[src/umi_pkg.sv]
// UMI protocol definitions
package umi_pkg;

   // ############################
   // Opcodes
   // ############################
   localparam logic [4:0] UMI_REQ_READ   = 5'd1; // Read request
   localparam logic [4:0] UMI_RESP_READ  = 5'd2; // Read response with data
   localparam logic [4:0] UMI_REQ_WRITE  = 5'd3; // Write, acknowledged
   localparam logic [4:0] UMI_RESP_WRITE = 5'd4; // Write acknowledge
   localparam logic [4:0] UMI_REQ_POSTED = 5'd5; // Write, no response

   // ############################
   // Command layout
   // ############################
   localparam int OPCODE_LSB = 0;
   localparam int OPCODE_W   = 5;
   localparam int SIZE_LSB   = 5;  // log2 of bytes per beat
   localparam int SIZE_W     = 3;
   localparam int LEN_LSB    = 8;  // Beats minus one
   localparam int LEN_W      = 8;
   localparam int RSVD_LSB   = 16; // Carried through to the response

   // Widest command the helper packs, CW must not exceed this
   localparam int CMD_MAXW   = 64;

   // Packs opcode, size and length over the reserved bits of rsvd
   function automatic logic [CMD_MAXW-1:0] umi_cmd(
      input logic [OPCODE_W-1:0] opcode,
      input logic [SIZE_W-1:0]   size,
      input logic [LEN_W-1:0]    len,
      input logic [CMD_MAXW-1:0] rsvd
   );
      logic [CMD_MAXW-1:0] cmd;
      cmd = '0;
      cmd[CMD_MAXW-1:RSVD_LSB]      = rsvd[CMD_MAXW-1:RSVD_LSB]; // Upper bits untouched
      cmd[OPCODE_LSB +: OPCODE_W]   = opcode;
      cmd[SIZE_LSB +: SIZE_W]       = size;
      cmd[LEN_LSB +: LEN_W]         = len;
      return cmd;
   endfunction

endpackage
[src/umi_endpoint.sv]
// UMI device endpoint
`timescale 1ns/10ps

module umi_endpoint #(
   parameter DW = 256, // Data width
   parameter AW = 64,  // Address width
   parameter CW = 32   // Command width
) (
   input  logic                        clk,
   input  logic                        nreset,
   // Request channel
   input  logic                        udev_req_valid,
   input  logic [CW-1:0]               udev_req_cmd,
   input  logic [AW-1:0]               udev_req_dstaddr,
   input  logic [AW-1:0]               udev_req_srcaddr,
   input  logic [DW-1:0]               udev_req_data,
   output logic                        udev_req_ready,
   // Response channel
   output logic                        udev_resp_valid,
   output logic [CW-1:0]               udev_resp_cmd,
   output logic [AW-1:0]               udev_resp_dstaddr,
   output logic [AW-1:0]               udev_resp_srcaddr,
   output logic [DW-1:0]               udev_resp_data,
   input  logic                        udev_resp_ready,
   // Local memory side
   output logic [AW-1:0]               loc_addr,
   output logic                        loc_write,
   output logic                        loc_read,
   output logic [umi_pkg::SIZE_W-1:0]  loc_size,
   output logic [umi_pkg::LEN_W-1:0]   loc_len,
   output logic [DW-1:0]               loc_wrdata,
   input  logic [DW-1:0]               loc_rddata
);

   localparam int XW = umi_pkg::CMD_MAXW; // Helper command width

   // Decode
   logic [umi_pkg::OPCODE_W-1:0] req_opcode;
   logic [umi_pkg::SIZE_W-1:0]   req_size;
   logic [umi_pkg::LEN_W-1:0]    req_len;
   logic                         req_accept;
   logic                         is_read;
   logic                         is_write;
   logic                         is_ack;
   logic                         needs_resp;

   // Response build
   logic [umi_pkg::OPCODE_W-1:0] resp_opcode;
   logic [XW-1:0]                req_cmd_ext;
   logic [XW-1:0]                resp_cmd_ext;

   // Response register
   logic                         resp_valid_q;
   logic                         data_pend_q;  // RAM data lands this cycle
   logic [CW-1:0]                resp_cmd_q;
   logic [AW-1:0]                resp_dst_q;
   logic [AW-1:0]                resp_src_q;
   logic [DW-1:0]                resp_data_q;

   // ############################
   // Request decode
   // ############################

   assign req_opcode = udev_req_cmd[umi_pkg::OPCODE_LSB +: umi_pkg::OPCODE_W];
   assign req_size   = udev_req_cmd[umi_pkg::SIZE_LSB +: umi_pkg::SIZE_W];
   assign req_len    = udev_req_cmd[umi_pkg::LEN_LSB +: umi_pkg::LEN_W];

   assign is_read    = (req_opcode == umi_pkg::UMI_REQ_READ);
   assign is_ack     = (req_opcode == umi_pkg::UMI_REQ_WRITE);
   assign is_write   = is_ack | (req_opcode == umi_pkg::UMI_REQ_POSTED); // Both write kinds
   assign needs_resp = is_read | is_ack;  // Posted writes stay silent

   // Slot free, or emptied this very cycle
   assign udev_req_ready = ~resp_valid_q | udev_resp_ready;
   assign req_accept     = udev_req_valid & udev_req_ready;

   // Memory side strobes only on a real transfer
   assign loc_read   = req_accept & is_read;
   assign loc_write  = req_accept & is_write;
   assign loc_addr   = udev_req_dstaddr;
   assign loc_size   = req_size;
   assign loc_len    = req_len;
   assign loc_wrdata = udev_req_data;

   // ############################
   // Response command
   // ############################

   assign resp_opcode = is_read ? umi_pkg::UMI_RESP_READ : umi_pkg::UMI_RESP_WRITE;

   // Widen request command so reserved bits pass through the helper
   always_comb begin
      req_cmd_ext         = '0;
      req_cmd_ext[CW-1:0] = udev_req_cmd;
   end

   assign resp_cmd_ext = umi_pkg::umi_cmd(resp_opcode, req_size, req_len, req_cmd_ext);

   // ############################
   // Response register
   // ############################

   // Control state
   always_ff @(posedge clk or negedge nreset) begin
      if (!nreset) begin
         resp_valid_q <= 1'b0;
         data_pend_q  <= 1'b0;
      end else begin
         if (req_accept && needs_resp)
            resp_valid_q <= 1'b1;      // New response replaces the taken one
         else if (udev_resp_ready)
            resp_valid_q <= 1'b0;      // Drained
         data_pend_q <= loc_read;      // One cycle after a read accept
      end
   end

   // Header payload, loaded at accept
   always_ff @(posedge clk) begin
      if (req_accept && needs_resp) begin
         resp_cmd_q <= resp_cmd_ext[CW-1:0];
         resp_dst_q <= udev_req_srcaddr; // Back to the requester
         resp_src_q <= udev_req_dstaddr;
      end
   end

   // Data payload
   // Ack load wins; it only coincides with a capture whose response is leaving
   always_ff @(posedge clk) begin
      if (req_accept && is_ack)
         resp_data_q <= '0;            // Write ack carries no data
      else if (data_pend_q)
         resp_data_q <= loc_rddata;    // Freeze RAM data for back-pressure
   end

   // ############################
   // Response outputs
   // ############################

   assign udev_resp_valid   = resp_valid_q;
   assign udev_resp_cmd     = resp_cmd_q;
   assign udev_resp_dstaddr = resp_dst_q;
   assign udev_resp_srcaddr = resp_src_q;

   // RAM output is live in the first response cycle, held copy after
   assign udev_resp_data    = data_pend_q ? loc_rddata : resp_data_q;

endmodule

[config.mk]
export PLATFORM = sky130hd
export DESIGN_NAME = umi_endpoint
export DESIGN_NICKNAME = d
export VERILOG_FILES = /design/src/umi_pkg.sv /design/src/umi_endpoint.sv
export SDC_FILE = /design/constraint.sdc
export NUM_CORES = 1
export LEC_CHECK = 0
export BUFFER_PORTS_ARGS = -buffer_cell sky130_fd_sc_hd__buf_2
export CAP_MARGIN = 20
export CORE_AREA = 2 2 563 565
export CTS_BUF_LIST = sky130_fd_sc_hd__clkbuf_8
export DETAILED_ROUTE_END_ITERATION = 10
export DIE_AREA = 0 0 565 567
export GPL_ROUTABILITY_DRIVEN = 0
export PLACE_DENSITY = 0.32
export SYNTH_ARGS = -nofsm -noshare
export SYNTH_HDL_FRONTEND = slang
export SYNTH_SLANG_ARGS = --single-unit
[constraint.sdc]
create_clock -name clk -period 5.7 [get_ports clk]
set_clock_uncertainty 0.2 [all_clocks]
set_input_delay 0.57 -clock clk [delete_from_list [all_inputs] [get_ports clk]]
set_output_delay 0.57 -clock clk [all_outputs]
set_load 0.01 [all_outputs]
* Word level (Yosys, flattened, before mapping)
Cells that the tools add are included.
** Storage, ports and cells
- Register bits :: 418
- Input bits :: 676
- Output and inout bits :: 751
- Word-level logic and storage cells :: 23
** Operators by class
- Equal/unequal tests :: 3
- Mux-type cells :: 4
- Bitwise gates (word level) :: 7
- Reductions and logical operators :: 3
** Operators with widths (count)
- 256-bit 2-to-1 mux :: 1
- 5-bit by 1-bit equality test with 1-bit output, second input constant :: 1
- 5-bit by 2-bit equality test with 1-bit output, second input constant :: 1
- 5-bit by 3-bit equality test with 1-bit output, second input constant :: 1
- 1-bit bitwise AND :: 3
- 3-bit 2-to-1 mux :: 1
- 1-bit bitwise OR :: 3
- 1-bit logical AND :: 2
- 1-bit 2-to-1 mux :: 2
- 2-bit nonzero test :: 1
- 1-bit NOT :: 1

* Longest topological paths before layout
Gate-level depths: netlist of the first run.
- Depth in word-level cells :: 5
- Mapped depth :: 5
- Mapped depth without buffers :: 2

* Least setup slack after synthesis of the first run
No wires, ideal clock.
- Path kind :: in2reg
- From :: input port udev_req_cmd[4]
- To :: register resp_cmd_q[10] (netlist: udev_resp_cmd[10]) (enable)
- Setup time :: 537 ps
- Data arrival time :: 4817 ps
- Data required time :: 4963 ps
- Path slack :: 146 ps
- Stages :: 4
- Path buffers :: 2
- Cells stage by stage :: nor4b_2 > buf_4 > buf_2 > and3_1
** On the way
- Cells in the longest elaborated chain, start to end :: 3
- Elaborated cells on any way between the ends :: 4
- Those cells by class :: 2 x eq/ne; 1 x bitwise; 1 x reduce/logical
** RTL lines
- from (decl) :: line umi_endpoint.sv:13 : input logic [CW-1:0] udev_req_cmd,
- 5-bit by 1-bit equality test with 1-bit output / 5-bit by 2-bit equality test with 1-bit output (equally long branches) :: line umi_endpoint.sv:68, umi_endpoint.sv:69
- 1-bit bitwise OR (*) :: line umi_endpoint.sv:71 : assign needs_resp = is_read | is_ack;
- 1-bit logical AND (*) :: line umi_endpoint.sv:119 : if (req_accept && needs_resp) begin
- to (signal assigned) :: line umi_endpoint.sv:120 : resp_cmd_q <= resp_cmd_ext[CW-1:0];
- to (decl) :: line umi_endpoint.sv:55 : logic [CW-1:0] resp_cmd_q;
Mark *: on every way between the ends. The rest lies on a longest branch, timed or not.
A chain may end at the register's enable or synchronous reset.

* Worst setup path after layout of the first run
- From :: register data_pend_q
- To :: output port udev_resp_data[14]
** On the way
- Cells in the longest elaborated chain, start to end :: 1
** RTL lines
- from (decl) :: line umi_endpoint.sv:54 : logic data_pend_q;
- from (signal assigned) :: line umi_endpoint.sv:113 : data_pend_q <= loc_read;
- 256-bit 2-to-1 mux
- to (decl) :: line umi_endpoint.sv:23 : output logic [DW-1:0] udev_resp_data,
Every way passes these cells.

==> impl_metrics.py, run 1 <==
metrics = {
    "routing": {
        "topRoutingLayerUsed": "met5",
        "detail_route.wl_per_cell_um": 19.8,
        "wl_met1_mm": 49.7,
        "met2_wirelength_mm": 64.9,
        "dr.pass1.iters": 5,
        "drt_iter0_drc": 770,
        "routed-wl-met3_mm": 11.2,
        "drcViolationCount": 0,
        "final_antenna_net_count": 0,
        "wirelength_mm": 137,
        "route.vias.total": 16600,
        "post_dr_vias_cell": 2.41,
    },
    "floorplan": {
        "die_boundary_width_um": 565,
        "core_area_um2": 314000,
        "top_level_ports": 1427,
        "die_area_um2": 320000,
        "initial_utilization": 0.0581,
        "rows": 206,
        "chipHeight_um": 567,
    },
    "clocking": {
        "cts-root-to-sink-buffers": 3,
        "cts_tree": "done",
        "post_cts_hold_buffer_count": 419,
        "worst_skew_pair.late_latency_ns": 0.77,
        "post_cts_resize_count": 0,
        "cts.reportedPaths.clkPinSlew_ns": 0.06,
        "cts_post_setup_buffers_inserted": 0,
        "cts_root_buf": "clkbuf_8",
        "h_tree_level_count": 3,
        "cts_made_buffers": 86,
        "clock-sinks": 415,
    },
    "cells_and_area": {
        "multi_input_comb_area_um2": 4290,
        "final_layout_size_suffix_gt1_frac": 0.394,
        "layout.cells.most_common": "buf_2",
        "filler_cell_count": 36300,
        "layout.nets": 3323,
        "register_area_um2": 9890,
        "area_delta_synth_final_pct": 71.1,
        "most-common-layout-cells": "buf_2, dlygate4sd3_1, inv_1",
    },
    "timing": {
        "report.final.slew_viol_count": 0,
        "max-slew-margin-rel": 0.317,
        "post-route-period-util": 0.665,
        "finalSetupTns_ns": 0,
        "min_period_ns": 3.79,
        "worstMarginPinSlew_ns": 1.03,
        "max_clock_freq_mhz": 264,
        "rsz0062_at_grt": "false",
        "timing.final.hold_violations": 0,
        "report.final.setup_viol": 0,
    },
    "yosys": {
        "ys_ff_latch": 415,
        "synth_warnings": 0,
        "post_synth_cell_types": 22,
        "synth_cells": 1645,
        "syn_area_um2": 18300,
        "synth.yosys.seq_area_share": 0.542,
        "mapped_avg_cell_area_um2": 11.1,
    },
    "global_routing": {
        "gr-total-overflow": 0,
        "global_route.usage.total": 0.0803,
        "grt_antenna_before_repair": 50,
        "grt_max_degree": 110,
        "grt_pass1_vias": 16700,
        "grt_first_pass_wirelength_mm": 168,
    },
    "place": {
        "placement.io_buffers": 911,
        "detailed_place_hpwl_mm": 111,
    },
    "flow_run": {
        "cap_violations": 0,
    },
    "pwr": {
        "p_comb_frac": 0.222,
        "overall_power_mw": 8.78,
        "clkPwrFrac": 0.377,
        "switchingPower_mw": 2.81,
        "intPower_mw": 5.97,
        "seq_power_share": 0.401,
        "power.ir.vdd_worst_uv": 148,
        "power-per-cell-area_nw_per_um2": 281,
        "power.share.switching": 0.320,
        "p_leak_nw": 13.4,
    },
    "critical_path": {
        "setup.worst_path.start_class": "register",
        "worstSetupPathType": "reg -> out",
        "timing.critical_path.required_ns": 4.93,
        "timing.critical_path.arrival_ns": 3.02,
        "timing.reg2reg.setup_slack_ns": 2.71,
        "end_kind": "output pin",
        "path_max_fanout": 36,
    },
    "worst_hold_path": {
        "worstHoldPathType": "in -> reg",
    },
    "run_status": {
        "run_status": "completed",
    },
}
-- cell families (layout without fill, tap and decap cells) --
| kind of cell | after synthesis | count (layout) | share of synthesized area |
|---|---|---|---|
| buf+inv | 706 | 1773 | 0.225 |
| xor+xnor | 1 | 1 | 0.000480 |
| other cells | 1 | 18 | 0.000205 |
| flops | 415 | 415 | 0.542 |
| compound gates | 257 | 257 | 0.0883 |
| mux | 256 | 256 | 0.140 |
| simple gates | 9 | 9 | 0.00398 |
-- sequential cells by signal, indices dropped and copies added, names as in the netlist --
| register | flops |
|---|---|
| udev_resp_cmd | 29 |
| resp_data_q | 256 |
| udev_resp_valid | 1 |
| data_pend_q | 1 |
| udev_resp_dstaddr | 64 |
| udev_resp_srcaddr | 64 |
-- per-stage QoR --
stage	cell area, um^2	std cells	util	worst slack [ns]	hold slack (ns)
4_1_cts	31200	6874	0.0994	1.68	0.00249
3_3_place_gp	25300	6300	0.0805	2.40	0.157
2_1_floorplan	18300	1647	-	0.146	0.0744
5_1_grt	31200	6883	0.0994	1.63	0.0580
3_5_place_dp	25300	6300	0.0805	2.40	0.158
6_report	31200	6889	0.0995	1.91	0.131
-- worst paths after layout --
kind                                  startpoint            endpoint  depth (start not counted)
worst max-delay path                 data_pend_q  udev_resp_data[14]                          4
worst min-delay path             udev_req_cmd[3]    resp_data_q[114]                          4
worst max register to register       data_pend_q    resp_data_q[105]                          4
worst min register to register  resp_data_q[181]    resp_data_q[181]                          2
max in group asynchronous                 nreset         data_pend_q                          3
min in group asynchronous                 nreset         data_pend_q                          3
-- final cells by class --
| cell class | instances | area share |
|---|---|---|
| Tap cell | 4160 | 0.167 |
| Timing Repair Buffer | 1362 | 0.292 |
| Inverter | 256 | 0.0308 |
| Clock inverter | 60 | 0.0134 |
| Clock buffer | 95 | 0.0419 |
| Antenna cell | 15 | 0.00120 |
| Multi-Input combinational cell | 526 | 0.137 |
| Sequential cell | 415 | 0.317 |
-- layer usage --
layer | track usage | vias up
met5 | 0.00196 | -
met4 | 0.0582 | 4
met3 | 0.0252 | 395
met2 | 0.137 | 1005
met1 | 0.0822 | 7921
li1 | - | 7287
-- worst max-delay path, stage by stage, from the launching register on --
cell	delay (ns)
dfrtp_4	0.86
buf_4	0.66
mux2i_1	0.33
inv_1	0.07
buf_2	0.14
-- synthesized netlist by cell type --
cell type	instances	area, um^2
buf_4	364	2730
a31oi_1	256	1600
dfxtp_1	256	5120
inv_1	256	961
mux2i_1	256	2560
edfxtp_1	157	4710
buf_2	58	290
buf_1	14	52.6
clkbuf_1	12	45.0
buf_6	2	22.5
dfrtp_1	2	50.1
nand2b_1	2	12.5
a21bo_1	1	10.0
and2_1	1	6.26
and3_1	1	6.26
and4_1	1	8.76
and4b_1	1	10.0
conb_1	1	3.75
nor2b_1	1	6.26
nor3b_1	1	7.51
nor4b_2	1	15.0
xor2_1	1	8.76
-- power by group through the flow --
stage / sequential (mW) / clock [mW] / combinational [mW]
global route: 3.55 / 3.65 / 2.12
finish: 3.52 / 3.31 / 1.95
CTS: 3.52 / 3.58 / 2.00
floorplan: 3.56 / 0 / 0.991
global placement: 3.58 / 0 / 1.72
detailed placement: 3.58 / 0 / 1.73
Power figures use the tool's default switching activity.
==> run 2: changes to the inputs <==
--- a/config.mk
+++ b/config.mk
@@ -7,10 +7,10 @@
 export LEC_CHECK = 0
 export BUFFER_PORTS_ARGS = -buffer_cell sky130_fd_sc_hd__buf_2
 export CAP_MARGIN = 20
-export CORE_AREA = 2 2 563 565
+export CORE_AREA = 2 2 559 561
 export CTS_BUF_LIST = sky130_fd_sc_hd__clkbuf_8
 export DETAILED_ROUTE_END_ITERATION = 10
-export DIE_AREA = 0 0 565 567
+export DIE_AREA = 0 0 561 563
 export GPL_ROUTABILITY_DRIVEN = 0
 export PLACE_DENSITY = 0.32
 export SYNTH_ARGS = -nofsm -noshare
==> constraint.sdc (replaced) <==
create_clock -name clk -period 3.4 [get_ports clk]
set_clock_uncertainty 0.2 [all_clocks]
set_input_delay 0.34 -clock clk [delete_from_list [all_inputs] [get_ports clk]]
set_output_delay 0.34 -clock clk [all_outputs]
set_load 0.01 [all_outputs]
==> run 2 against run 1 <==
Net effect:
- hold slack got worse by 0.034 ns
- sequential cell count did not move
- power rose by 72%
- sequential share of layout area fell by 0.82 points
- register-to-register slack got worse by 1.9 ns
- largest power group unchanged
- first-iteration DRC count rose by 10%
- setup slack got worse by 1.7 ns
- critical endpoint is now udev_resp_data[197]
- clock-buffer cell count rose by 7
- clock power rose by 69%
==> impl_metrics.py, run 2 (synthesis gave the netlist of run 1 again) <==
metrics = {
    "floorplan": {
        "chipHeight_um": 563,
        "core_area_um2": 310000,
        "top_level_ports": 1427,
        "die_area_um2": 316000,
        "rows": 205,
        "initial_utilization": 0.0588,
        "die_boundary_width_um": 561,
    },
    "clocking": {
        "worst_skew_pair.late_latency_ns": 0.73,
        "cts-root-to-sink-buffers": 3,
        "clock-sinks": 415,
        "cts_post_setup_buffers_inserted": 0,
        "cts_tree": "done",
        "cts_made_buffers": 83,
        "cts.reportedPaths.clkPinSlew_ns": 0.06,
        "cts_root_buf": "clkbuf_8",
        "h_tree_level_count": 3,
    },
    "cells_and_area": {
        "layout.nets": 3399,
        "final_layout_size_suffix_gt1_frac": 0.387,
        "largest_register_ff_count": 256,
        "most-common-layout-cells": "buf_2, dlygate4sd3_1, inv_1",
        "final_core_occ": 0.103,
        "area_delta_synth_final_pct": 75.7,
        "layout.cells.most_common": "buf_2",
        "largest_register": "resp_data_q",
        "number_of_cells_in_the_finished_layout_apart_from_fillers": 6947,
        "stdcell_area_um2": 32100,
    },
    "timing": {
        "final.hold.worst_slack_ns": 0.0967,
        "report.final.setup_viol": 0,
        "postLayoutSetupSlackWorst_ns": 0.252,
        "min_period_ns": 3.15,
        "report.final.slew_viol_count": 0,
        "worstMarginPinSlew_ns": 0.954,
        "max_clock_freq_mhz": 318,
        "post-route-period-util": 0.926,
        "finalSetupTns_ns": 0,
        "timing.final.hold_violations": 0,
        "rsz0062_at_grt": "false",
        "max-slew-margin-rel": 0.364,
    },
    "flow_run": {
        "cap_violations": 0,
    },
    "pwr": {
        "power.ir.vdd_worst_uv": 247,
        "p_leak_nw": 13.8,
        "overall_power_mw": 15.1,
        "power-per-cell-area_nw_per_um2": 470,
    },
    "critical_path": {
        "crit_path_end": "udev_resp_data[197]",
        "timing.rr.end": "resp_data_q[145]",
        "timing.reg2reg.setup_slack_ns": 0.80,
        "path_max_fanout": 16,
        "startpoint": "data_pend_q",
        "end_kind": "output pin",
        "series_of_cell_instances_along_the_critical_path": "buf_16, buf_6, mux2i_1, inv_1, buf_2",
        "timing.critical_path.arrival_ns": 2.61,
        "setup.worst_path.start_class": "register",
        "worstSetupPathType": "reg -> out",
        "critical_path.reg2reg.startpoint": "data_pend_q",
        "slowest_stage": "dfrtp_4",
        "r2r.worst_path.cells": 5,
        "crit_path_max_incr_delay_ns": 0.59,
        "timing.critical_path.required_ns": 2.86,
    },
    "place": {
        "placedInstanceArea_um2": 25300,
        "place_inst": 6287,
        "detailed_place_hpwl_mm": 119,
        "place_ws_ns": 0.827,
        "placement.io_buffers": 911,
    },
    "routing": {
        "drt_iter0_drc": 848,
        "post_dr_vias_cell": 2.45,
        "drcViolationCount": 0,
        "dr.pass1.iters": 5,
        "route.vias.total": 17100,
        "wirelength_mm": 146,
        "final_antenna_net_count": 0,
        "detail_route.wl_per_cell_um": 21.0,
    },
    "global_routing": {
        "grt_antenna_before_repair": 72,
        "global_route.usage.total": 0.0875,
        "grt_pass1_vias": 17500,
        "gr-total-overflow": 0,
        "grt_max_degree": 118,
        "grt_first_pass_wirelength_mm": 180,
    },
    "run_status": {
        "run_status": "completed",
    },
    "worst_hold_path": {
        "worstHoldPathType": "in -> reg",
    },
}
[run 2: cell types whose count changed in the layout (fill, tap and decap cells not counted), sizes merged]
cell,change
diode,+2
buf,+7
dlygate4sd3,+71
clkinvlp,-3
inv,-6
clkbuf,+8
clkinv,-1
[run 2: final cells by class]
cell class / instances / area, um^2
Clock buffer: 102 / 1400
Multi-Input combinational cell: 526 / 4290
Fill cell: 35900 / 278000
Timing Repair Buffer: 1441 / 9960
Inverter: 256 / 961
Sequential cell: 415 / 9890
Antenna cell: 17 / 42.5
Clock inverter: 50 / 335
Tap cell: 4140 / 5180
[run 2: routing by layer]
metal / wire length [um] / track usage / share of wire
met5: 57 / 0 / 0.00039
met4: 10400 / 0.0559 / 0.072
met3: 13100 / 0.0328 / 0.089
met2: 71600 / 0.154 / 0.49
met1: 50900 / 0.0866 / 0.35
[run 2: worst max-delay path: cells and delay by family (launching register included)]
family	cells	cell delay [ns]
DFF	1	0.59
muxes	1	0.31
buffers and inverters	4	0.95
[run 2: how the worst min path moves through the flow]
stage / startpoint / slack [ns] / end / cells after the start
global placement: nreset / -0.06 / udev_resp_valid / 1
global route: udev_req_cmd[2] / 0.04 / udev_resp_valid / 4
detailed placement: nreset / -0.06 / udev_resp_valid / 1
finish: udev_req_cmd[2] / 0.1 / udev_resp_valid / 4
CTS: udev_req_cmd[27] / 0.0003 / udev_resp_cmd[27] / 2
floorplan: nreset / -0.16 / data_pend_q / 0
[run 2: report_power, final]
part	total (mW)	switching (mW)	internal (mW)
Clock	5.58	2.56	3.02
Combinational	3.59	2.10	1.48
Sequential	5.89	0.148	5.75
Total	15.1	4.81	10.2
[run 2: repair_timing]
action | CTS | global route
cloned | 0 | 1
gates resized for setup | 1 | 1
hold buffers | 490 | 0
endpoints found under the setup margin | 1 | 3
endpoints found under the hold margin | 429 | 0
